===== config.mk =====
export PLATFORM = sky130hd
export DESIGN_NAME = transpose_ram
export DESIGN_NICKNAME = d
export VERILOG_FILES = /design/src/common/dct_pkg.sv /design/src/hw/transpose_ram.sv
export VERILOG_INCLUDE_DIRS = /design/src /design/src/common
export SDC_FILE = /design/constraint.sdc
export NUM_CORES = 2
export LEC_CHECK = 0
export BUFFER_PORTS_ARGS = -buffer_cell sky130_fd_sc_hd__buf_2
export CORE_MARGIN = 4
export CORE_UTILIZATION = 35
export DETAILED_ROUTE_END_ITERATION = 10
export PLACE_DENSITY_LB_ADDON = 0.08
export RECOVER_POWER = 100
export SLEW_MARGIN = 20
export SYNTH_ARGS = -nofsm -noshare
export SYNTH_HDL_FRONTEND = slang
export SYNTH_SLANG_ARGS = --single-unit

===== constraint.sdc =====
create_clock -name clk -period 5.1 [get_ports clk]
set_input_delay 1.275 -clock clk [delete_from_list [all_inputs] [get_ports clk]]
set_output_delay 1.275 -clock clk [all_outputs]
set_load 0.1 [all_outputs]

===== src/common/dct_params.svh =====
// dct widths, block size, product slice positions
// and the kernel and end-to-end pipeline latencies
`ifndef DCT_PARAMS_SVH
`define DCT_PARAMS_SVH

`define DCT_N           8       // points per 1d transform
`define DCT_BLOCK       64      // samples per 8x8 block

`define DCT_PIX_W       10      // signed input sample
`define DCT_TM_W        16      // signed transpose word
`define DCT_OUT_W       13      // signed output coefficient
`define DCT_COEF_W      16      // cosine weight magnitude

// lowest product bit kept after the sign-magnitude multiply
`define DCT_ROW_PSHIFT  9
`define DCT_COL_PSHIFT  14

// fraction bits dropped with round-half-up after the adder tree
`define DCT_ROW_RND     3
`define DCT_COL_RND     8

`define DCT_TM_AW       7       // page bit + 6-bit index

// kernel depth, load strobe to first result
// capture, butterfly, sign-magnitude, product, 2 adder levels, rounding
`define DCT_KERN_LAT    7

// start pulse to first o_valid
// row: 8th sample at +7, first write at +14, index 63 written at +77
// col: first read +1, 8th word +10 from memory, first result +17
`define DCT_LATENCY     94

`endif


===== src/common/dct_pkg.sv =====
// dct data types, memory request structs
// and the sign-magnitude cosine weight table
`default_nettype none
`include "dct_params.svh"

package dct_pkg;

    typedef logic signed [`DCT_PIX_W-1:0] pix_t;      // input sample
    typedef logic signed [`DCT_TM_W-1:0]  tm_word_t;  // row result / transpose word
    typedef logic signed [`DCT_OUT_W-1:0] dct_out_t;  // 2d coefficient

    typedef struct packed {
        logic                   sgn;  // 1 = negative weight
        logic [`DCT_COEF_W-1:0] mag;
    } coef_t;

    typedef struct packed {
        logic                  page;  // ping-pong half
        logic [`DCT_TM_AW-2:0] idx;
    } tm_addr_t;

    typedef struct packed {
        logic     we;
        tm_addr_t addr;
        tm_word_t data;
    } tm_wr_t;

    typedef struct packed {
        logic     re;     // array read
        logic     regen;  // output register load
        tm_addr_t addr;
    } tm_rd_t;

    // cos(k*pi/16) scaled by 2^16, s<k> = sin(k*pi/16)
    localparam logic [`DCT_COEF_W-1:0] C3 = 16'd54491;
    localparam logic [`DCT_COEF_W-1:0] S3 = 16'd36410;
    localparam logic [`DCT_COEF_W-1:0] C4 = 16'd46341;
    localparam logic [`DCT_COEF_W-1:0] C6 = 16'd25080;
    localparam logic [`DCT_COEF_W-1:0] S6 = 16'd60547;
    localparam logic [`DCT_COEF_W-1:0] C7 = 16'd12785;
    localparam logic [`DCT_COEF_W-1:0] S7 = 16'd64277;

    // row = output frequency, column = butterfly lane
    localparam coef_t coef_table [`DCT_N][4] = '{
        '{'{1'b0, C4}, '{1'b0, C4}, '{1'b0, C4}, '{1'b0, C4}},  // dc, lanes are sums
        '{'{1'b0, S7}, '{1'b0, C3}, '{1'b0, S3}, '{1'b0, C7}},  // odd rows use differences
        '{'{1'b0, S6}, '{1'b0, C6}, '{1'b1, C6}, '{1'b1, S6}},
        '{'{1'b0, C3}, '{1'b1, C7}, '{1'b1, S7}, '{1'b1, S3}},
        '{'{1'b0, C4}, '{1'b1, C4}, '{1'b1, C4}, '{1'b0, C4}},
        '{'{1'b0, S3}, '{1'b1, S7}, '{1'b0, C7}, '{1'b0, C3}},
        '{'{1'b0, C6}, '{1'b1, S6}, '{1'b0, S6}, '{1'b1, C6}},
        '{'{1'b0, C7}, '{1'b1, S3}, '{1'b0, C3}, '{1'b1, S7}}
    };

endpackage

`default_nettype wire


===== src/hw/transpose_ram.sv =====
// ping-pong transpose memory, 128 x 16
// one write port, registered read with output register
`timescale 1ns/1ps
`default_nettype none
`include "dct_params.svh"

module transpose_ram (
    input  logic               clk,
    input  dct_pkg::tm_wr_t    i_wr,
    input  dct_pkg::tm_rd_t    i_rd,
    output dct_pkg::tm_word_t  o_data
);

    dct_pkg::tm_word_t mem [2**`DCT_TM_AW];
    dct_pkg::tm_word_t rd_q;  // array read register

    always_ff @(posedge clk) begin
        if (i_wr.we) begin
            mem[i_wr.addr] <= i_wr.data;
        end
    end

    always_ff @(posedge clk) begin
        if (i_rd.re) begin
            rd_q <= mem[i_rd.addr];
        end
        if (i_rd.regen) begin
            o_data <= rd_q;  // second cycle of read latency
        end
    end

endmodule

`default_nettype wire


==> impl_metrics.ini <==
[yosys]
synth.largest_area_cell = edfxtp_1
ys.flop_type = edfxtp_1
ys_seq_elements = 2080
syn_area_sq_mm = 0.0792
synth_area_leaders = edfxtp_1 79%, mux4_2 19%, nor2_1 0.58%
synth_cell_type_count = 16
synthTopCellsByCount = 2080 x edfxtp_1, 672 x mux4_2, 122 x nor2_1
synth.net_count = 3136
synthCells = 3102
yosysWarnings = 0
synth_enable_flop_cells = 2080
ys_async_sr_fraction_pct = 0
synth.most_common_cell = edfxtp_1
yosysSeqAreaShare_pct = 78.9
synth_top_area_share_pct = 78.9
avgSynthCellArea_sq_um = 25.5

[layout]
synthToLayoutAreaGrowth_pct = 15.0
regArea_sq_mm = 0.0625
finalInstanceArea_sq_mm = 0.0910
nets = 3482
fillCellCount = 19500
layout-drive-gt1-share_pct = 30.9
multi_input_area_sq_mm = 0.0161

[pwr]
power_density_mw_per_mm2 = 398
power_mw = 36.2
p_int_mw = 28.4
power_switching_mw = 7.78
p_leak_nw = 27.4
switching_share_pct = 21.5
p_comb_share_pct = 5.3
p_clk_share_pct = 42.3
irDropWorstVdd_v = 0.000307
p_seq_share_pct = 52.4

[timing]
rsz0062_at_grt = no
tightest_slew_ns = 3.40
setup_tns_ns = 0
period_needed_ns = 4.27
period_share_pct = 83.7
worst_slew_margin_rel_pct = -127
fin_ws_ns = 0.832
hold_viol = 0
setup_viol = 0
drv_slew = 2538
max_freq_mhz = 234
fin_worst_skew_ns = 0.0261

[clock_network]
cts_made_buffers = 218
clockBufferDepth = 3
cts_tree = done
post_cts_buffers = 0
clock-root-buffer = clkbuf_16
clk_latency_ns = 0.85
clk_pin_slew_ns = 0.06
ctsResizeCount = 0
clock_sinks = 2080
cts-hold-fix-buffers = 0
htree_levels = 4

[worst_setup_path]
r2r_slack_ns = 2.40
cp-end-kind = flop
max_stage_delay_ns = 2.16
slowest_stage = clkbuf_1
crit_type = input port to flop
start_kind = input port
arrival_ns = 4.70
crit_fanout = 52
path_common_cell = clkbuf_1
cp_num_buf_inv = 2
critical_path.cell_chain = clkbuf_1 -> clkbuf_1
crit_family = buffers and inverters
required_ns = 5.53

[floorplan]
die_y_um = 484
ioPinCount = 50
die_w_um = 484
die_area_sq_mm = 0.234
start_util_pct = 35.2
core.rowCount = 174
core-area_sq_mm = 0.225

[route]
drt_iter0_markers = 4081
routed_wl_um = 224000
num_vias = 35800
vias_per_cell = 5.41
wl_per_cell_um = 33.8
drt_pass1_iterations = 5
antenna_left = 0
route.detailed.drc = 0

[place]
place_area_sq_mm = 0.0849
hpwlAfterDp_um = 133000
io_buffers = 49
gp_congestion = 0.775
dp_slack_ns = 0.532

[grt]
grt_pass1_vias = 37000
grt_antenna_before_repair = 29
grt_first_pass_wirelength_um = 309000
grt_overflow_total = 0
grt_max_degree = 128
track_usage_pct = 19.0

[flow_run]
drv_cap = 101

[outcome]
violations = max-capacitance violations, max-slew violations
outcome = finished, violations left

[worst_hold_path]
hold_path_class = flop to flop
==> worst register-to-register path, delay by kind of cell, from the launching register on <==
family	cells	cell delay, ns
flip-flops	1	0.36
multiplexers	4	2.10
==> cell usage in the layout, fill, tap and decap left out, types with 2 or more instances in the layout <==
cell and n:
buf_8 3, nor2_1 92, nor2b_1 7, clkbuf_1 232
inv_6 8, diode_2 10, nor3_1 8, nand4_1 3
inv_16 3, buf_4 46, mux4_2 672, nand2_1 14
mux2_2 16, clkbuf_2 13, nand2b_1 2, buf_2 8
clkinv_8 2, edfxtp_1 2080, nor2_2 29, clkbuf_16 221
clkinv_1 56, clkinv_2 39, buf_12 28, nand3_1 12
clkinvlp_4 8, bufinv_16 17, clkinv_4 2
==> area by class of cell <==
cell class	instances	share of cell area (%)
tap	2992	4.11
clock inverter	136	1.30
timing repair buffer	290	1.99
multi-input combinational	858	17.7
sequential	2080	68.6
antenna	10	0.0275
clock buffer	263	6.25
==> kinds of logic (layout without fill, tap and decap cells) <==
group         after synthesis  count (layout)  synth area share [%]
buf+inv                   164             689                 0.874
other cells                 0              10                     0
flops                    2080            2080                  78.9
simple gates              170             170                 0.880
mux                       688             688                  19.3
==> layer usage <==
metal,global-route usage (%),wire length (um)
met1,27.4,98800
met2,30.6,108000
met3,2.74,11600
met4,4.74,5080
met5,0,13
==> power by group through the flow <==
stage	Clock [mW]	Sequential, mW	Combinational (mW)
2_1_floorplan	0	19.4	0.917
4_1_cts	15.7	19.0	2.00
5_1_grt	16.4	19.0	2.02
3_3_place_gp	0	19.3	1.96
3_5_place_dp	0	19.3	1.99
6_report	15.3	19.0	1.92
==> sequential cells by signal, summed over array words and instances, names as in the netlist <==
signal / flops
o_data: 16
mem: 2048
rd_q: 16
==> per-stage QoR <==
stage / cells / hold slack, ns / utilization [%]
finish: 6629 / 0.514 / 40.5
global route: 6622 / 0.534 / 40.5
CTS: 6618 / 0.526 / 40.8
detailed placement: 6219 / 0.505 / 37.8
global placement: 6218 / 0.513 / 37.8
floorplan: 3102 / 0.400 / -
==> path summary, 6_finish.rpt <==
check                             endpoint  cells past startpoint         from
worst max register to register    rd_q[13]                      4  mem[15][13]
worst min-delay path            o_data[15]                      0     rd_q[15]
worst max-delay path            mem[20][1]                      2      i_wr[1]
worst min register to register  o_data[15]                      0     rd_q[15]
Power figures use the tool's default switching activity.
