[src/common/dct_params.svh]
// dct widths, block size, product slice positions
// and the kernel and end-to-end pipeline latencies
`ifndef DCT_PARAMS_SVH
`define DCT_PARAMS_SVH

`define DCT_N           8       // points per 1d transform
`define DCT_BLOCK       64      // samples per 8x8 block

`define DCT_PIX_W       10      // signed input sample
`define DCT_TM_W        16      // signed transpose word
`define DCT_OUT_W       13      // signed output coefficient
`define DCT_COEF_W      16      // cosine weight magnitude

// lowest product bit kept after the sign-magnitude multiply
`define DCT_ROW_PSHIFT  9
`define DCT_COL_PSHIFT  14

// fraction bits dropped with round-half-up after the adder tree
`define DCT_ROW_RND     3
`define DCT_COL_RND     8

`define DCT_TM_AW       7       // page bit + 6-bit index

// kernel depth, load strobe to first result
// capture, butterfly, sign-magnitude, product, 2 adder levels, rounding
`define DCT_KERN_LAT    7

// start pulse to first o_valid
// row: 8th sample at +7, first write at +14, index 63 written at +77
// col: first read +1, 8th word +10 from memory, first result +17
`define DCT_LATENCY     94

`endif

[src/common/dct_pkg.sv]
// dct data types, memory request structs
// and the sign-magnitude cosine weight table
`default_nettype none
`include "dct_params.svh"

package dct_pkg;

    typedef logic signed [`DCT_PIX_W-1:0] pix_t;      // input sample
    typedef logic signed [`DCT_TM_W-1:0]  tm_word_t;  // row result / transpose word
    typedef logic signed [`DCT_OUT_W-1:0] dct_out_t;  // 2d coefficient

    typedef struct packed {
        logic                   sgn;  // 1 = negative weight
        logic [`DCT_COEF_W-1:0] mag;
    } coef_t;

    typedef struct packed {
        logic                  page;  // ping-pong half
        logic [`DCT_TM_AW-2:0] idx;
    } tm_addr_t;

    typedef struct packed {
        logic     we;
        tm_addr_t addr;
        tm_word_t data;
    } tm_wr_t;

    typedef struct packed {
        logic     re;     // array read
        logic     regen;  // output register load
        tm_addr_t addr;
    } tm_rd_t;

    // cos(k*pi/16) scaled by 2^16, s<k> = sin(k*pi/16)
    localparam logic [`DCT_COEF_W-1:0] C3 = 16'd54491;
    localparam logic [`DCT_COEF_W-1:0] S3 = 16'd36410;
    localparam logic [`DCT_COEF_W-1:0] C4 = 16'd46341;
    localparam logic [`DCT_COEF_W-1:0] C6 = 16'd25080;
    localparam logic [`DCT_COEF_W-1:0] S6 = 16'd60547;
    localparam logic [`DCT_COEF_W-1:0] C7 = 16'd12785;
    localparam logic [`DCT_COEF_W-1:0] S7 = 16'd64277;

    // row = output frequency, column = butterfly lane
    localparam coef_t coef_table [`DCT_N][4] = '{
        '{'{1'b0, C4}, '{1'b0, C4}, '{1'b0, C4}, '{1'b0, C4}},  // dc, lanes are sums
        '{'{1'b0, S7}, '{1'b0, C3}, '{1'b0, S3}, '{1'b0, C7}},  // odd rows use differences
        '{'{1'b0, S6}, '{1'b0, C6}, '{1'b1, C6}, '{1'b1, S6}},
        '{'{1'b0, C3}, '{1'b1, C7}, '{1'b1, S7}, '{1'b1, S3}},
        '{'{1'b0, C4}, '{1'b1, C4}, '{1'b1, C4}, '{1'b0, C4}},
        '{'{1'b0, S3}, '{1'b1, S7}, '{1'b0, C7}, '{1'b0, C3}},
        '{'{1'b0, C6}, '{1'b1, S6}, '{1'b0, S6}, '{1'b1, C6}},
        '{'{1'b0, C7}, '{1'b1, S3}, '{1'b0, C3}, '{1'b1, S7}}
    };

endpackage

`default_nettype wire

[src/dct/dct_1d_kernel.sv]
// 8-point 1d dct pipeline: input shift, butterfly,
// sign-magnitude multiply by the cosine table, adder tree, rounding
`timescale 1ns/1ps
`default_nettype none
`include "dct_params.svh"

module dct_1d_kernel #(
    parameter type T_IN   = dct_pkg::pix_t,  // row pixels or transpose words
    parameter int  PSHIFT = `DCT_ROW_PSHIFT, // lowest product bit kept
    parameter int  RND    = `DCT_ROW_RND     // bits rounded off the sum
) (
    input  logic               clk,
    input  logic               i_reset,
    input  T_IN                i_sample,
    input  logic               i_load,   // high with the 8th sample of a vector
    output dct_pkg::tm_word_t  o_result  // freq k at load + KERN_LAT + k
);

    localparam int IW  = $bits(T_IN);
    localparam int MW  = IW + 1;               // butterfly magnitude
    localparam int PRW = MW + `DCT_COEF_W;     // full product
    localparam int SW  = PRW - PSHIFT;         // kept product slice
    localparam int PHW = $clog2(`DCT_N);

    T_IN                      sr [`DCT_N-1];   // last 7 samples, sr[0] newest
    T_IN                      xs [`DCT_N];     // captured vector, xs[0] first sample
    logic [PHW-1:0]           phase;           // output frequency being formed
    logic [PHW-1:0]           k_a;             // phase aligned with add_sub

    logic signed [IW:0]       add_sub [4];
    logic [MW-1:0]            mag     [4];
    logic                     flip    [4];     // product sign
    logic [`DCT_COEF_W-1:0]   cmag    [4];
    logic [PRW-1:0]           prod    [4];
    logic signed [SW:0]       p       [4];
    logic signed [SW+1:0]     s01, s23;
    logic signed [SW+2:0]     total;

    // input shift and capture, the live sample is the 8th point
    always_ff @(posedge clk) begin
        sr[0] <= i_sample;
        for (int j = 1; j < `DCT_N-1; j++) begin
            sr[j] <= sr[j-1];
        end
        if (i_load) begin
            xs[`DCT_N-1] <= i_sample;
            for (int j = 0; j < `DCT_N-1; j++) begin
                xs[j] <= sr[`DCT_N-2-j];
            end
        end
    end

    // frequency counter, restarts on every load
    always_ff @(posedge clk) begin
        if (i_reset) begin
            phase <= '0;
        end else if (i_load) begin
            phase <= '0;
        end else begin
            phase <= phase + 1'b1;  // wraps after 8 results
        end
    end

    // butterfly: even freq from sums, odd freq from differences
    always_ff @(posedge clk) begin
        k_a <= phase;
        for (int i = 0; i < 4; i++) begin
            add_sub[i] <= phase[0] ? xs[i] - xs[`DCT_N-1-i]
                                   : xs[i] + xs[`DCT_N-1-i];
        end
    end

    // split into magnitude and sign, fetch the weights for this freq
    always_ff @(posedge clk) begin
        for (int i = 0; i < 4; i++) begin
            mag[i]  <= add_sub[i][IW] ? -add_sub[i] : add_sub[i];  // full width, -2^IW ok
            flip[i] <= add_sub[i][IW] ^ dct_pkg::coef_table[k_a][i].sgn;
            cmag[i] <= dct_pkg::coef_table[k_a][i].mag;
        end
    end

    always_comb begin
        for (int i = 0; i < 4; i++) begin
            prod[i] = mag[i] * cmag[i];  // unsigned
        end
    end

    // keep the slice above PSHIFT, restore sign
    always_ff @(posedge clk) begin
        for (int i = 0; i < 4; i++) begin
            p[i] <= flip[i] ? -$signed({1'b0, prod[i][PRW-1:PSHIFT]})
                            :  $signed({1'b0, prod[i][PRW-1:PSHIFT]});
        end
    end

    // two-level adder tree
    always_ff @(posedge clk) begin
        s01   <= p[0] + p[1];
        s23   <= p[2] + p[3];
        total <= s01 + s23;
    end

    // round half up, result wraps to tm word width
    always_ff @(posedge clk) begin
        o_result <= dct_pkg::tm_word_t'(total >>> RND)
                  + dct_pkg::tm_word_t'(total[RND-1]);
    end

endmodule

`default_nettype wire

[src/dct/dct_row_stage.sv]
// dct row stage: sample counting, kernel load strobes,
// transpose write addressing, page flip and block done
`timescale 1ns/1ps
`default_nettype none
`include "dct_params.svh"

module dct_row_stage (
    input  logic              clk,
    input  logic              i_reset,
    input  logic              i_start,       // with sample 0 of a block
    input  dct_pkg::pix_t     i_pixel,
    output dct_pkg::tm_wr_t   o_tm_wr,
    output logic              o_block_done,  // cycle index 63 is written
    output logic              o_done_page    // page just filled, valid with done
);

    localparam logic [`DCT_TM_AW-2:0] LAST_IDX = (`DCT_TM_AW-1)'(`DCT_BLOCK - 1);

    logic                        in_run;     // samples 1..63 arriving
    logic [`DCT_TM_AW-2:0]       in_cnt;     // index of the sample on i_pixel
    logic                        load;
    logic [`DCT_KERN_LAT-2:0]    ld_pipe;    // load delayed to one cycle before results
    logic                        we;
    logic [`DCT_TM_AW-2:0]       wr_idx;
    logic                        page;
    dct_pkg::tm_word_t           k_result;

    assign load = in_run && (in_cnt[2:0] == 3'h7);  // 8th sample of a row

    always_ff @(posedge clk) begin
        if (i_reset) begin
            in_run <= 1'b0;
            in_cnt <= '0;
        end else if (i_start) begin
            in_run <= 1'b1;
            in_cnt <= (`DCT_TM_AW-1)'(1);  // sample 0 is on i_pixel now
        end else if (in_run) begin
            in_cnt <= in_cnt + 1'b1;
            if (in_cnt == LAST_IDX) begin
                in_run <= 1'b0;
            end
        end
    end

    // write window opens as the first of 8 row results leaves the kernel
    always_ff @(posedge clk) begin
        if (i_reset) begin
            ld_pipe <= '0;
            we      <= 1'b0;
            wr_idx  <= '0;
            page    <= 1'b0;
        end else begin
            ld_pipe <= {ld_pipe[`DCT_KERN_LAT-3:0], load};
            if (ld_pipe[`DCT_KERN_LAT-2]) begin
                we <= 1'b1;  // next row keeps the window open
            end else if (we && (wr_idx[2:0] == 3'h7)) begin
                we <= 1'b0;
            end
            if (we) begin
                wr_idx <= wr_idx + 1'b1;  // wraps at block end
                if (wr_idx == LAST_IDX) begin
                    page <= ~page;
                end
            end
        end
    end

    assign o_block_done = we && (wr_idx == LAST_IDX);
    assign o_done_page  = page;

    assign o_tm_wr.we        = we;
    assign o_tm_wr.addr.page = page;
    assign o_tm_wr.addr.idx  = wr_idx;  // row * 8 + horizontal freq
    assign o_tm_wr.data      = k_result;

    dct_1d_kernel #(
        .T_IN   (dct_pkg::pix_t),
        .PSHIFT (`DCT_ROW_PSHIFT),
        .RND    (`DCT_ROW_RND)
    ) u_kernel (
        .clk      (clk),
        .i_reset  (i_reset),
        .i_sample (i_pixel),
        .i_load   (load),
        .o_result (k_result)
    );

endmodule

`default_nettype wire

[config.mk]
export PLATFORM = sky130hd
export DESIGN_NAME = dct_row_stage
export DESIGN_NICKNAME = d
export VERILOG_FILES = /design/src/common/dct_pkg.sv /design/src/dct/dct_1d_kernel.sv /design/src/dct/dct_row_stage.sv
export VERILOG_INCLUDE_DIRS = /design/src /design/src/common
export SDC_FILE = /design/constraint.sdc
export NUM_CORES = 2
export LEC_CHECK = 0
export BUFFER_PORTS_ARGS = -buffer_cell sky130_fd_sc_hd__buf_2
export CORE_ASPECT_RATIO = 0.8
export CORE_UTILIZATION = 58
export DETAILED_ROUTE_END_ITERATION = 8
export HOLD_SLACK_MARGIN = 0.05
export PLACE_DENSITY = 0.85
export SLEW_MARGIN = 25
export SYNTH_ARGS = -nofsm -noshare
export SYNTH_HDL_FRONTEND = slang
export SYNTH_SLANG_ARGS = --single-unit
[constraint.sdc]
create_clock -name clk -period 10.65 [get_ports clk]
set_input_delay 1.065 -clock clk [delete_from_list [all_inputs] [get_ports clk]]
set_output_delay 1.065 -clock clk [all_outputs]
set_load 0.02 [all_outputs]
==> summary.txt <==
Cells and area
  • Layout fillers: 5295
  • Final net count: 5088
  • Share of cells above drive strength 1: 0.0354
  • Non-Filler Instances: 5153
  • Commonest non-fill, non-tap cell in the layout: inv_1
  • Synth-to-layout area growth: 5.47%
  • Commonest cells after routing, fill and taps aside: inv_1, nand2_1, fa_1

Detailed routing
  • Routed WL: 88500 um
  • Vias: 28.5k
  • Vias per cell: 5.53
  • Residual DRC: 0
  • Routed WL per cell: 17.2 um
  • Drt first-iter violations: 2447
  • Post-DRT Antenna Nets: 0
  • Length of the first detailed-routing pass in iterations: 5

Critical path
  • FF-to-FF End: u_kernel.p[2][16]$_DFF_P_
  • Slowest CP cell: dfxtp_1
  • Req. time, crit path: 11.17 ns
  • Crit-path most repeated cell: fa_1
  • Kind of critical path: reg -> reg
  • Crit path cell chain: nand2_1, fa_1, inv_1, fa_1, fa_1, fa_1, inv_1, fa_1, inv_1, ha_1, or3_1, a221oi_2, nor2_1, a21oi_1, xor2_1, ha_1, inv_1, a2111oi_1, o21ai_0, nor2_1, nand2_1, o21ai_0, xor2_1
  • Setup crit start kind: register
  • Worst flop-to-flop path startpoint: u_kernel.cmag[0][11]$_DFF_P_
  • CP max stage delay: 1.01 ns
  • Crit path arrival time: 8.10 ns
  • R2r worst-path depth: 23
  • Worst setup EP type: register
  • CP Max Fanout: 22
  • R2R setup slack: 3.07 ns

Place
  • Inst Count DP: 5073
  • Routability Congestion: 0.926
  • Port bufs: 38
  • Final HPWL DP: 68600 um

Synth
  • Post-Syn Instances: 4275
  • Syn avg cell area: 9.37 um^2
  • EDFF count, synth: 80
  • Leading area contributor after synthesis: fa_1
  • Area contributors post-synth: fa_1, dfxtp_1, ha_1
  • Synth top area share: 0.251
  • Syn Nets: 5158
  • Post-Syn Area: 40100 um^2
  • Post-synth top flop: dfxtp_1
  • Post-synthesis register bit count: 458
  • Synth warnings: 0
  • Register area share after synthesis: 0.249
  • Synth cell types: 87
  • Synth async-reset ratio: 0

Floorplan
  • Initial Util: 0.591
  • Die width: 296 um
  • CORE AREA: 67700 um^2
  • Height of the chip: 237 um
  • Row cnt: 85
  • # IOs: 39
  • Die ar.: 70100 um^2

Clocking
  • CTS Root Buffer Type: clkbuf_16
  • Post-cts sizing count: 0
  • CTS clk-pin slew, worst paths: 0.08 ns
  • Postcts setup bufs: 0
  • Worst-case clock buffer depth: 3
  • CTS buffer count: 43
  • Clock sinks: 458
  • H-tree levels: 2
  • CTS tree: done
  • Worst-Skew Late Latency: 0.60 ns
  • CTS Hold Bufs: 0

STA
  • Hold_ws: 0.347 ns
  • Max-slew headroom: 0.258
  • Final setup skew: 0.0387 ns
  • Fin crit period: 7.58 ns
  • Fin crit share: 0.711
  • Slew Limit Fails: 0
  • Worst Tran Pin Value: 1.11 ns
  • Fin Setup TNS: 0 ns
  • Peak Freq: 0.132 GHz
  • # setup viols final: 0
  • Unrepaired setup endpoints after global routing: false
  • Hold Vio Cnt, Final: 0

Hold path
  • Hold Crit Start: u_kernel.sr[1][3]$_DFF_P_
  • Worst min path class: reg -> reg
  • Hold Path End: u_kernel.sr[2][3]$_DFF_P_
  • Hold path depth: 0

GRT
  • First-pass GRT wire length: 146000 um
  • Initial antenna violation count: 0
  • Largest net degree at the start of global routing: 81
  • Gr usage total: 0.259
  • Vias in the first global route: 29.2k
  • Total congestion overflow: 0

Run status
  • Status: completed

Job
  • Max Cap Violations: 0
## sequential cells by signal, summed over array words and instances, names as in the netlist, 17 cells and up
signal,count
u_kernel.cmag,42
u_kernel.mag,44
u_kernel.total,17
u_kernel.p,76
u_kernel.add_sub,44
u_kernel.s23,19
u_kernel.s01,19
u_kernel.sr,70
u_kernel.xs,80
## synthesized netlist by cell type (6+ instances only)
library cell / instances
ha_1: 368
nand2_1: 520
a21oi_1: 143
a21o_1: 46
inv_1: 710
nor4_1: 10
o21bai_1: 25
o21a_1: 19
and2_1: 344
dfxtp_1: 378
clkbuf_1: 144
nor2b_1: 22
edfxtp_1: 80
o31ai_1: 19
a211oi_1: 18
and3_1: 22
nand2b_1: 30
o21ai_0: 106
nand4b_1: 6
fa_1: 502
xor2_1: 78
a31oi_1: 13
mux2i_1: 17
nor3_1: 56
or2_2: 8
nand3_1: 38
buf_1: 11
or3_1: 27
nor3b_1: 6
a21boi_0: 8
nor4b_1: 7
xnor2_1: 216
nor2_1: 158
nand4_1: 20
## cell type report
type / count / area, um^2 / share of cell area
inverter: 711 / 2670 / 0.0632
sequential: 458 / 9970 / 0.236
clock inverter: 23 / 244 / 0.00577
multi-input combinational: 2946 / 26800 / 0.634
clock buffer: 56 / 1170 / 0.0278
antenna: 1 / 2.50 / 0.0000592
timing repair buffer: 45 / 243 / 0.00574
tap: 913 / 1140 / 0.0270
## logic make-up after synthesis
logic type	Yosys count	share of synthesized area
buffers and inverters	871	0.0820
DFF	458	0.249
AOI/OAI and AO/OA	470	0.0754
xor gates and xnor gates	294	0.0643
adders and majority gates	870	0.366
and+or+nand+nor	1294	0.159
muxes	18	0.00453
## how the worst max path moves through the flow
stage / start / depth (start not counted) / end / slack (ns)
4_1_cts: u_kernel.cmag[3][8]$_DFF_P_ / 22 / u_kernel.p[1][17]$_DFF_P_ / 3.18
2_1_floorplan: u_kernel.mag[1][2]$_DFF_P_ / 22 / u_kernel.p[1][17]$_DFF_P_ / 3.93
3_3_place_gp: u_kernel.cmag[3][8]$_DFF_P_ / 22 / u_kernel.p[1][17]$_DFF_P_ / 3.36
3_5_place_dp: u_kernel.cmag[3][8]$_DFF_P_ / 22 / u_kernel.p[1][17]$_DFF_P_ / 3.21
6_report: u_kernel.cmag[0][11]$_DFF_P_ / 23 / u_kernel.p[2][16]$_DFF_P_ / 3.07
5_1_grt: u_kernel.cmag[0][11]$_DFF_P_ / 23 / u_kernel.p[2][16]$_DFF_P_ / 2.65
## metal layers
metal / wire length (um) / track usage / share of wire / vias to the layer above
met5: 0 / 0 / 0 / -
met1: 38300 / 0.365 / 0.43 / 13700
li1: - / - / - / 13300
met4: 2380 / 0.0707 / 0.027 / 0
met3: 8750 / 0.0559 / 0.099 / 164
met2: 39000 / 0.403 / 0.44 / 1319
## worst max-delay path, delay by kind of cell, from the launching register on
family          cells  cell delay (ns)
simple gates        5             1.12
buf+inv             4             0.22
fa+ha+maj           7             2.85
compound gates      5             1.94
flops               1             1.01
xor+xnor            2             0.37
## through the flow
stage                      util  setup slack [ns]  cell area (um^2)
after global routing      0.624              2.65             42300
after global placement    0.603              3.36             40800
final                     0.624              3.07             42300
after floorplan               -              3.93             40100
after detailed placement  0.603              3.21             40800
after CTS                 0.624              3.18             42300
Power is left out: the tool's default activity adds up to more than one toggle a clock period on the data nets, which glitch-free logic cannot reach.
