--- config.mk ---
export PLATFORM = sky130hd
export DESIGN_NAME = dct_col_stage
export DESIGN_NICKNAME = d
export VERILOG_FILES = /design/src/common/dct_pkg.sv /design/src/dct/dct_1d_kernel.sv /design/src/dct/dct_col_stage.sv
export VERILOG_INCLUDE_DIRS = /design/src /design/src/common
export SDC_FILE = /design/constraint.sdc
export NUM_CORES = 2
export LEC_CHECK = 0
export BUFFER_PORTS_ARGS = -buffer_cell sky130_fd_sc_hd__buf_2
export CAP_MARGIN = 20
export CORE_UTILIZATION = 55
export CTS_CLUSTER_DIAMETER = 100
export DETAILED_ROUTE_END_ITERATION = 12
export PLACE_DENSITY = 0.72
export SLEW_MARGIN = 20
export SYNTH_ARGS = -nofsm -noshare
export SYNTH_HDL_FRONTEND = slang
export SYNTH_SLANG_ARGS = --single-unit
--- constraint.sdc ---
create_clock -name clk -period 14.8 [get_ports clk]
set_clock_uncertainty 0.15 [all_clocks]
set_input_delay 2.22 -clock clk [delete_from_list [all_inputs] [get_ports clk]]
set_output_delay 2.22 -clock clk [all_outputs]
set_load 0.05 [all_outputs]
--- src/common/dct_params.svh ---
// dct widths, block size, product slice positions
// and the kernel and end-to-end pipeline latencies
`ifndef DCT_PARAMS_SVH
`define DCT_PARAMS_SVH

`define DCT_N           8       // points per 1d transform
`define DCT_BLOCK       64      // samples per 8x8 block

`define DCT_PIX_W       10      // signed input sample
`define DCT_TM_W        16      // signed transpose word
`define DCT_OUT_W       13      // signed output coefficient
`define DCT_COEF_W      16      // cosine weight magnitude

// lowest product bit kept after the sign-magnitude multiply
`define DCT_ROW_PSHIFT  9
`define DCT_COL_PSHIFT  14

// fraction bits dropped with round-half-up after the adder tree
`define DCT_ROW_RND     3
`define DCT_COL_RND     8

`define DCT_TM_AW       7       // page bit + 6-bit index

// kernel depth, load strobe to first result
// capture, butterfly, sign-magnitude, product, 2 adder levels, rounding
`define DCT_KERN_LAT    7

// start pulse to first o_valid
// row: 8th sample at +7, first write at +14, index 63 written at +77
// col: first read +1, 8th word +10 from memory, first result +17
`define DCT_LATENCY     94

`endif

--- src/common/dct_pkg.sv ---
// dct data types, memory request structs
// and the sign-magnitude cosine weight table
`default_nettype none
`include "dct_params.svh"

package dct_pkg;

    typedef logic signed [`DCT_PIX_W-1:0] pix_t;      // input sample
    typedef logic signed [`DCT_TM_W-1:0]  tm_word_t;  // row result / transpose word
    typedef logic signed [`DCT_OUT_W-1:0] dct_out_t;  // 2d coefficient

    typedef struct packed {
        logic                   sgn;  // 1 = negative weight
        logic [`DCT_COEF_W-1:0] mag;
    } coef_t;

    typedef struct packed {
        logic                  page;  // ping-pong half
        logic [`DCT_TM_AW-2:0] idx;
    } tm_addr_t;

    typedef struct packed {
        logic     we;
        tm_addr_t addr;
        tm_word_t data;
    } tm_wr_t;

    typedef struct packed {
        logic     re;     // array read
        logic     regen;  // output register load
        tm_addr_t addr;
    } tm_rd_t;

    // cos(k*pi/16) scaled by 2^16, s<k> = sin(k*pi/16)
    localparam logic [`DCT_COEF_W-1:0] C3 = 16'd54491;
    localparam logic [`DCT_COEF_W-1:0] S3 = 16'd36410;
    localparam logic [`DCT_COEF_W-1:0] C4 = 16'd46341;
    localparam logic [`DCT_COEF_W-1:0] C6 = 16'd25080;
    localparam logic [`DCT_COEF_W-1:0] S6 = 16'd60547;
    localparam logic [`DCT_COEF_W-1:0] C7 = 16'd12785;
    localparam logic [`DCT_COEF_W-1:0] S7 = 16'd64277;

    // row = output frequency, column = butterfly lane
    localparam coef_t coef_table [`DCT_N][4] = '{
        '{'{1'b0, C4}, '{1'b0, C4}, '{1'b0, C4}, '{1'b0, C4}},  // dc, lanes are sums
        '{'{1'b0, S7}, '{1'b0, C3}, '{1'b0, S3}, '{1'b0, C7}},  // odd rows use differences
        '{'{1'b0, S6}, '{1'b0, C6}, '{1'b1, C6}, '{1'b1, S6}},
        '{'{1'b0, C3}, '{1'b1, C7}, '{1'b1, S7}, '{1'b1, S3}},
        '{'{1'b0, C4}, '{1'b1, C4}, '{1'b1, C4}, '{1'b0, C4}},
        '{'{1'b0, S3}, '{1'b1, S7}, '{1'b0, C7}, '{1'b0, C3}},
        '{'{1'b0, C6}, '{1'b1, S6}, '{1'b0, S6}, '{1'b1, C6}},
        '{'{1'b0, C7}, '{1'b1, S3}, '{1'b0, C3}, '{1'b1, S7}}
    };

endpackage

`default_nettype wire

--- src/dct/dct_1d_kernel.sv ---
// 8-point 1d dct pipeline: input shift, butterfly,
// sign-magnitude multiply by the cosine table, adder tree, rounding
`timescale 1ns/1ps
`default_nettype none
`include "dct_params.svh"

module dct_1d_kernel #(
    parameter type T_IN   = dct_pkg::pix_t,  // row pixels or transpose words
    parameter int  PSHIFT = `DCT_ROW_PSHIFT, // lowest product bit kept
    parameter int  RND    = `DCT_ROW_RND     // bits rounded off the sum
) (
    input  logic               clk,
    input  logic               i_reset,
    input  T_IN                i_sample,
    input  logic               i_load,   // high with the 8th sample of a vector
    output dct_pkg::tm_word_t  o_result  // freq k at load + KERN_LAT + k
);

    localparam int IW  = $bits(T_IN);
    localparam int MW  = IW + 1;               // butterfly magnitude
    localparam int PRW = MW + `DCT_COEF_W;     // full product
    localparam int SW  = PRW - PSHIFT;         // kept product slice
    localparam int PHW = $clog2(`DCT_N);

    T_IN                      sr [`DCT_N-1];   // last 7 samples, sr[0] newest
    T_IN                      xs [`DCT_N];     // captured vector, xs[0] first sample
    logic [PHW-1:0]           phase;           // output frequency being formed
    logic [PHW-1:0]           k_a;             // phase aligned with add_sub

    logic signed [IW:0]       add_sub [4];
    logic [MW-1:0]            mag     [4];
    logic                     flip    [4];     // product sign
    logic [`DCT_COEF_W-1:0]   cmag    [4];
    logic [PRW-1:0]           prod    [4];
    logic signed [SW:0]       p       [4];
    logic signed [SW+1:0]     s01, s23;
    logic signed [SW+2:0]     total;

    // input shift and capture, the live sample is the 8th point
    always_ff @(posedge clk) begin
        sr[0] <= i_sample;
        for (int j = 1; j < `DCT_N-1; j++) begin
            sr[j] <= sr[j-1];
        end
        if (i_load) begin
            xs[`DCT_N-1] <= i_sample;
            for (int j = 0; j < `DCT_N-1; j++) begin
                xs[j] <= sr[`DCT_N-2-j];
            end
        end
    end

    // frequency counter, restarts on every load
    always_ff @(posedge clk) begin
        if (i_reset) begin
            phase <= '0;
        end else if (i_load) begin
            phase <= '0;
        end else begin
            phase <= phase + 1'b1;  // wraps after 8 results
        end
    end

    // butterfly: even freq from sums, odd freq from differences
    always_ff @(posedge clk) begin
        k_a <= phase;
        for (int i = 0; i < 4; i++) begin
            add_sub[i] <= phase[0] ? xs[i] - xs[`DCT_N-1-i]
                                   : xs[i] + xs[`DCT_N-1-i];
        end
    end

    // split into magnitude and sign, fetch the weights for this freq
    always_ff @(posedge clk) begin
        for (int i = 0; i < 4; i++) begin
            mag[i]  <= add_sub[i][IW] ? -add_sub[i] : add_sub[i];  // full width, -2^IW ok
            flip[i] <= add_sub[i][IW] ^ dct_pkg::coef_table[k_a][i].sgn;
            cmag[i] <= dct_pkg::coef_table[k_a][i].mag;
        end
    end

    always_comb begin
        for (int i = 0; i < 4; i++) begin
            prod[i] = mag[i] * cmag[i];  // unsigned
        end
    end

    // keep the slice above PSHIFT, restore sign
    always_ff @(posedge clk) begin
        for (int i = 0; i < 4; i++) begin
            p[i] <= flip[i] ? -$signed({1'b0, prod[i][PRW-1:PSHIFT]})
                            :  $signed({1'b0, prod[i][PRW-1:PSHIFT]});
        end
    end

    // two-level adder tree
    always_ff @(posedge clk) begin
        s01   <= p[0] + p[1];
        s23   <= p[2] + p[3];
        total <= s01 + s23;
    end

    // round half up, result wraps to tm word width
    always_ff @(posedge clk) begin
        o_result <= dct_pkg::tm_word_t'(total >>> RND)
                  + dct_pkg::tm_word_t'(total[RND-1]);
    end

endmodule

`default_nettype wire

--- src/dct/dct_col_stage.sv ---
// dct column stage: transposed read sequence, kernel load strobes
// and output valid window
`timescale 1ns/1ps
`default_nettype none
`include "dct_params.svh"

module dct_col_stage (
    input  logic               clk,
    input  logic               i_reset,
    input  logic               i_block_done,  // row stage wrote its last word
    input  logic               i_done_page,
    output dct_pkg::tm_rd_t    o_tm_rd,
    input  dct_pkg::tm_word_t  i_tm_data,     // 2 cycles after the address
    output logic               o_valid,
    output dct_pkg::dct_out_t  o_coef
);

    localparam int MEM_LAT = 2;  // array read + output register
    localparam int PIPE_W  = MEM_LAT + `DCT_KERN_LAT - 1;
    localparam logic [`DCT_TM_AW-2:0] LAST_CNT = (`DCT_TM_AW-1)'(`DCT_BLOCK - 1);

    logic                      rd_run;
    logic [`DCT_TM_AW-2:0]     rd_cnt;   // [5:3] column, [2:0] row
    logic                      rd_page;
    logic                      regen;
    logic [PIPE_W-1:0]         ld_pipe;  // last-row read, delayed
    logic                      load;
    logic                      vset;     // one cycle before a column's results
    logic [2:0]                out_ph;   // vertical freq on o_coef
    dct_pkg::tm_word_t         k_result;

    always_ff @(posedge clk) begin
        if (i_reset) begin
            rd_run  <= 1'b0;
            rd_cnt  <= '0;
            rd_page <= 1'b0;
            regen   <= 1'b0;
        end else begin
            regen <= rd_run;  // output register follows the read by one
            if (i_block_done) begin
                rd_run  <= 1'b1;  // back to back: restarts as the last read goes out
                rd_cnt  <= '0;
                rd_page <= i_done_page;
            end else if (rd_run) begin
                rd_cnt <= rd_cnt + 1'b1;
                if (rd_cnt == LAST_CNT) begin
                    rd_run <= 1'b0;
                end
            end
        end
    end

    assign o_tm_rd.re        = rd_run;
    assign o_tm_rd.regen     = regen;
    assign o_tm_rd.addr.page = rd_page;
    assign o_tm_rd.addr.idx  = {rd_cnt[2:0], rd_cnt[5:3]};  // transposed

    assign load = ld_pipe[MEM_LAT-1];         // 8th word of a column on i_tm_data
    assign vset = ld_pipe[PIPE_W-1];

    always_ff @(posedge clk) begin
        if (i_reset) begin
            ld_pipe <= '0;
            o_valid <= 1'b0;
            out_ph  <= '0;
        end else begin
            ld_pipe <= {ld_pipe[PIPE_W-2:0], rd_run && (rd_cnt[2:0] == 3'h7)};
            if (vset) begin
                o_valid <= 1'b1;
                out_ph  <= '0;
            end else if (o_valid) begin
                out_ph <= out_ph + 1'b1;
                if (out_ph == 3'h7) begin
                    o_valid <= 1'b0;  // no column follows
                end
            end
        end
    end

    assign o_coef = k_result[`DCT_OUT_W-1:0];  // low bits of the rounded sum

    dct_1d_kernel #(
        .T_IN   (dct_pkg::tm_word_t),
        .PSHIFT (`DCT_COL_PSHIFT),
        .RND    (`DCT_COL_RND)
    ) u_kernel (
        .clk      (clk),
        .i_reset  (i_reset),
        .i_sample (i_tm_data),
        .i_load   (load),
        .o_result (k_result)
    );

endmodule

`default_nettype wire

==> impl_metrics.tcl <==
set metrics [dict create \
    fin_crit_sh_pct 59.9 \
    avgSynthCellArea_um2 9.62 \
    tightest_slew_ns 1.09 \
    use_met2_pct 41.4 \
    io_pins 43 \
    final_layout_size_suffix_gt1_share_pct 3.50 \
    slew_headroom_pct 27.5 \
    cts_setup_buffers 0 \
    start_util_pct 55.5 \
    clk_latency_ns 0.63 \
    maxCapViolCount 0 \
    ys_seq_elements 598 \
    syn_to_final_growth_pct 5.79 \
    dp.cells 7216 \
    grt_antenna_before_repair 2 \
    fin_nets 7309 \
    grt-ovfl-total 0 \
    hpwl_um 103000 \
    grt_pass1_vias 41000 \
    setup_viol 0 \
    die_area_mm2 0.106 \
    fp.coreArea_mm2 0.103 \
    wl_per_cell_um 18.2 \
    fill_cells 8651 \
    vias 39700 \
    worstSetupPathType "reg2reg" \
    cts_buffer_depth 3 \
    cts_tree "done" \
    grt_most_used_layer "met2" \
    max_stage_delay_ns 0.86 \
    yosysWarnings 0 \
    seq_area_frac_synth_pct 23.1 \
    seqCellArea_mm2 0.0133 \
    hold_viol_final 0 \
    die_w_um 325 \
    timing.fmax_mhz 113 \
    grt_pass1_wl_um 217000 \
    synthCells 5978 \
    antenna_cells 0 \
    drc 0 \
    fin_cells 7327 \
    vias_per_cell 5.41 \
    rows 118 \
    die_y_um 325 \
    ys.flop_type "dfxtp_1" \
    hold_ws_ns 0.198 \
    rsz0062_at_grt "false" \
    postCtsHoldBufs 0 \
    port_buffers 42 \
    grt_util_all_layers_pct 25.7 \
    setup.worst_path.start_class "flop" \
    maxSlewViolCount 0 \
    syn_nets 7390 \
    min_path_type "reg2reg" \
    path_cells "buf_4 > nand2_1 > fa_1 > fa_1 > fa_1 > inv_1 > fa_1 > fa_1 > inv_1 > fa_1 > inv_1 > ha_1 > a21o_1 > a2111oi_1 > buf_4 > a211o_1 > nand2_1 > a311oi_1 > xnor2_1 > nor2_1 > nor4bb_1 > or3b_1 > a211o_1 > xnor2_1" \
    grt_use_met1_pct 35.5 \
    cp-end-kind "flop" \
    cp_data_arrival_time_ns 9.24 \
    worstPathMaxFanout 18 \
    cts_made_buffers 59 \
    cts_resized 0 \
    routed_wirelength_um 134000 \
    fin_crit_ns 8.87 \
    place_ws_ns 5.84 \
    cts_sinks 598 \
    place.gp.congestion 0.910 \
    ant_nets 0 \
    crit_required_ns 15.16 \
    status "complete, no violations" \
    tns_ns 0 \
    synth_area_mm2 0.0575 \
    worst_path_max_delay_cell "dfxtp_1" \
    cp_num_buf_inv 5 \
    synthArstFlopShare_pct 0 \
    synth_edf_count 128 \
    multi_input_area_mm2 0.0396 \
    grt_start_max_net_pins 71 \
    setup_ws_ns 5.93 \
    drt_iter0_markers 2724 \
    crit_family "adder cells" \
    synth_cell_type_count 95 \
    met3_usage_pct 4.78 \
    path_clk_slew_ns 0.07 \
    critPathMostFrequentCell "fa_1" \
    cts_root_buffer "clkbuf_16" \
    firstDrtPassIters 5 \
    h-tree-depth 2 \
]
-- registers in the layout (all words and copies together) (netlist names) --
register / cells
u_kernel.cmag: 42
u_kernel.mag: 68
u_kernel.o_result: 13
u_kernel.flip: 4
u_kernel.phase: 3
u_kernel.k_a: 3
u_kernel.total: 14
u_kernel.sr: 112
ld_pipe: 8
u_kernel.s23: 21
regen: 1
rd_run: 1
u_kernel.p: 80
o_valid: 1
rd_cnt: 6
rd_page: 1
u_kernel.s01: 21
u_kernel.add_sub: 68
out_ph: 3
u_kernel.xs: 128
-- cells in the final DEF, fill, tap and decap left out, types with 17 or more instances in the layout --
| cell type | netlist | routed |
|---|---|---|
| and2_1 | 496 | 496 |
| buf_4 | 3 | 19 |
| a21boi_0 | 25 | 25 |
| nand2_1 | 772 | 772 |
| nor4_1 | 19 | 19 |
| nor2b_1 | 32 | 32 |
| nand2b_1 | 17 | 17 |
| nor3_1 | 68 | 68 |
| buf_2 | 1 | 42 |
| dfxtp_1 | 470 | 459 |
| xor2_1 | 65 | 65 |
| inv_1 | 1028 | 1028 |
| a21oi_1 | 167 | 167 |
| nor2_1 | 205 | 205 |
| edfxtp_1 | 128 | 128 |
| clkbuf_16 | 0 | 59 |
| o21ai_0 | 130 | 130 |
| or3_1 | 20 | 20 |
| ha_1 | 558 | 558 |
| o21a_1 | 28 | 28 |
| a21o_1 | 55 | 55 |
| o31ai_1 | 32 | 32 |
| xnor2_1 | 280 | 280 |
| nand3_1 | 54 | 54 |
| and3_1 | 35 | 35 |
| a31oi_1 | 24 | 24 |
| fa_1 | 834 | 834 |
-- synthesized netlist by cell type, types with 25 or more instances --
| master | n | area share, % |
|---|---|---|
| and3_1 | 35 | 0.38 |
| xnor2_1 | 280 | 4.3 |
| a21oi_1 | 167 | 1.5 |
| ha_1 | 558 | 12 |
| xor2_1 | 65 | 0.99 |
| a21boi_0 | 25 | 0.33 |
| nor2_1 | 205 | 1.3 |
| and2_1 | 496 | 5.4 |
| edfxtp_1 | 128 | 6.7 |
| nand2_1 | 772 | 5.0 |
| o31ai_1 | 32 | 0.42 |
| nand3_1 | 54 | 0.47 |
| a21o_1 | 55 | 0.72 |
| dfxtp_1 | 470 | 16 |
| inv_1 | 1028 | 6.7 |
| clkbuf_1 | 192 | 1.3 |
| fa_1 | 834 | 29 |
| o21ai_0 | 130 | 1.1 |
| nor2b_1 | 32 | 0.35 |
| nor3_1 | 68 | 0.59 |
| o21a_1 | 28 | 0.37 |
-- per-stage QoR --
stage	cell area, um^2	util, %
global placement	58800	56.8
detailed placement	58800	56.8
finish	60800	58.8
floorplan	57500	-
CTS	60800	58.8
global route	60800	58.8
-- area by class of cell --
type	instances	share of cell area, %
sequential	598	21.8
inverter	1030	6.36
clock buffer	82	2.73
timing repair buffer	61	0.580
tap	1380	2.84
clock inverter	29	0.564
multi-input combinational	4147	65.1
-- logic make-up after synthesis --
group | Yosys count | share of synthesized area [%]
DFF | 598 | 23.1
adders and majority gates | 1392 | 41.2
and+or+nand+nor | 1789 | 15.2
buffers and inverters | 1233 | 8.07
xor gates and xnor gates | 346 | 5.29
muxes | 20 | 0.357
AOI/OAI and AO/OA | 600 | 6.85
-- worst register-to-register path: cells and delay by family (launching register included) --
family	cells	cell delay [ns]
flip-flops	1	0.86
AND/OR/NAND/NOR	5	1.30
XOR/XNOR	2	0.33
buffers and inverters	5	0.78
adder cells (fa/ha/maj)	7	3.32
AO/OA/AOI/OAI	5	2.01
-- per-layer routing --
| layer | vias to the layer above | part of all wire [%] |
|---|---|---|
| li1 | 18600 | - |
| met1 | 19400 | 43 |
| met2 | 1480 | 46 |
| met3 | 201 | 8.3 |
| met4 | 0 | 3.0 |
| met5 | - | 0 |
-- worst paths after layout --
kind                                          start                end  slack (ns)  cells after the start
worst max-delay path            u_kernel.cmag[3][1]  u_kernel.p[3][16]        5.93                     24
worst min-delay path              u_kernel.sr[2][1]  u_kernel.sr[3][1]        0.20                      0
worst max register to register  u_kernel.cmag[3][1]  u_kernel.p[3][16]        5.93                     24
worst min register to register    u_kernel.sr[2][1]  u_kernel.sr[3][1]        0.20                      0
Power is not shown: default switching activity piles up to over one toggle a cycle in this logic, so the estimate is an artifact.
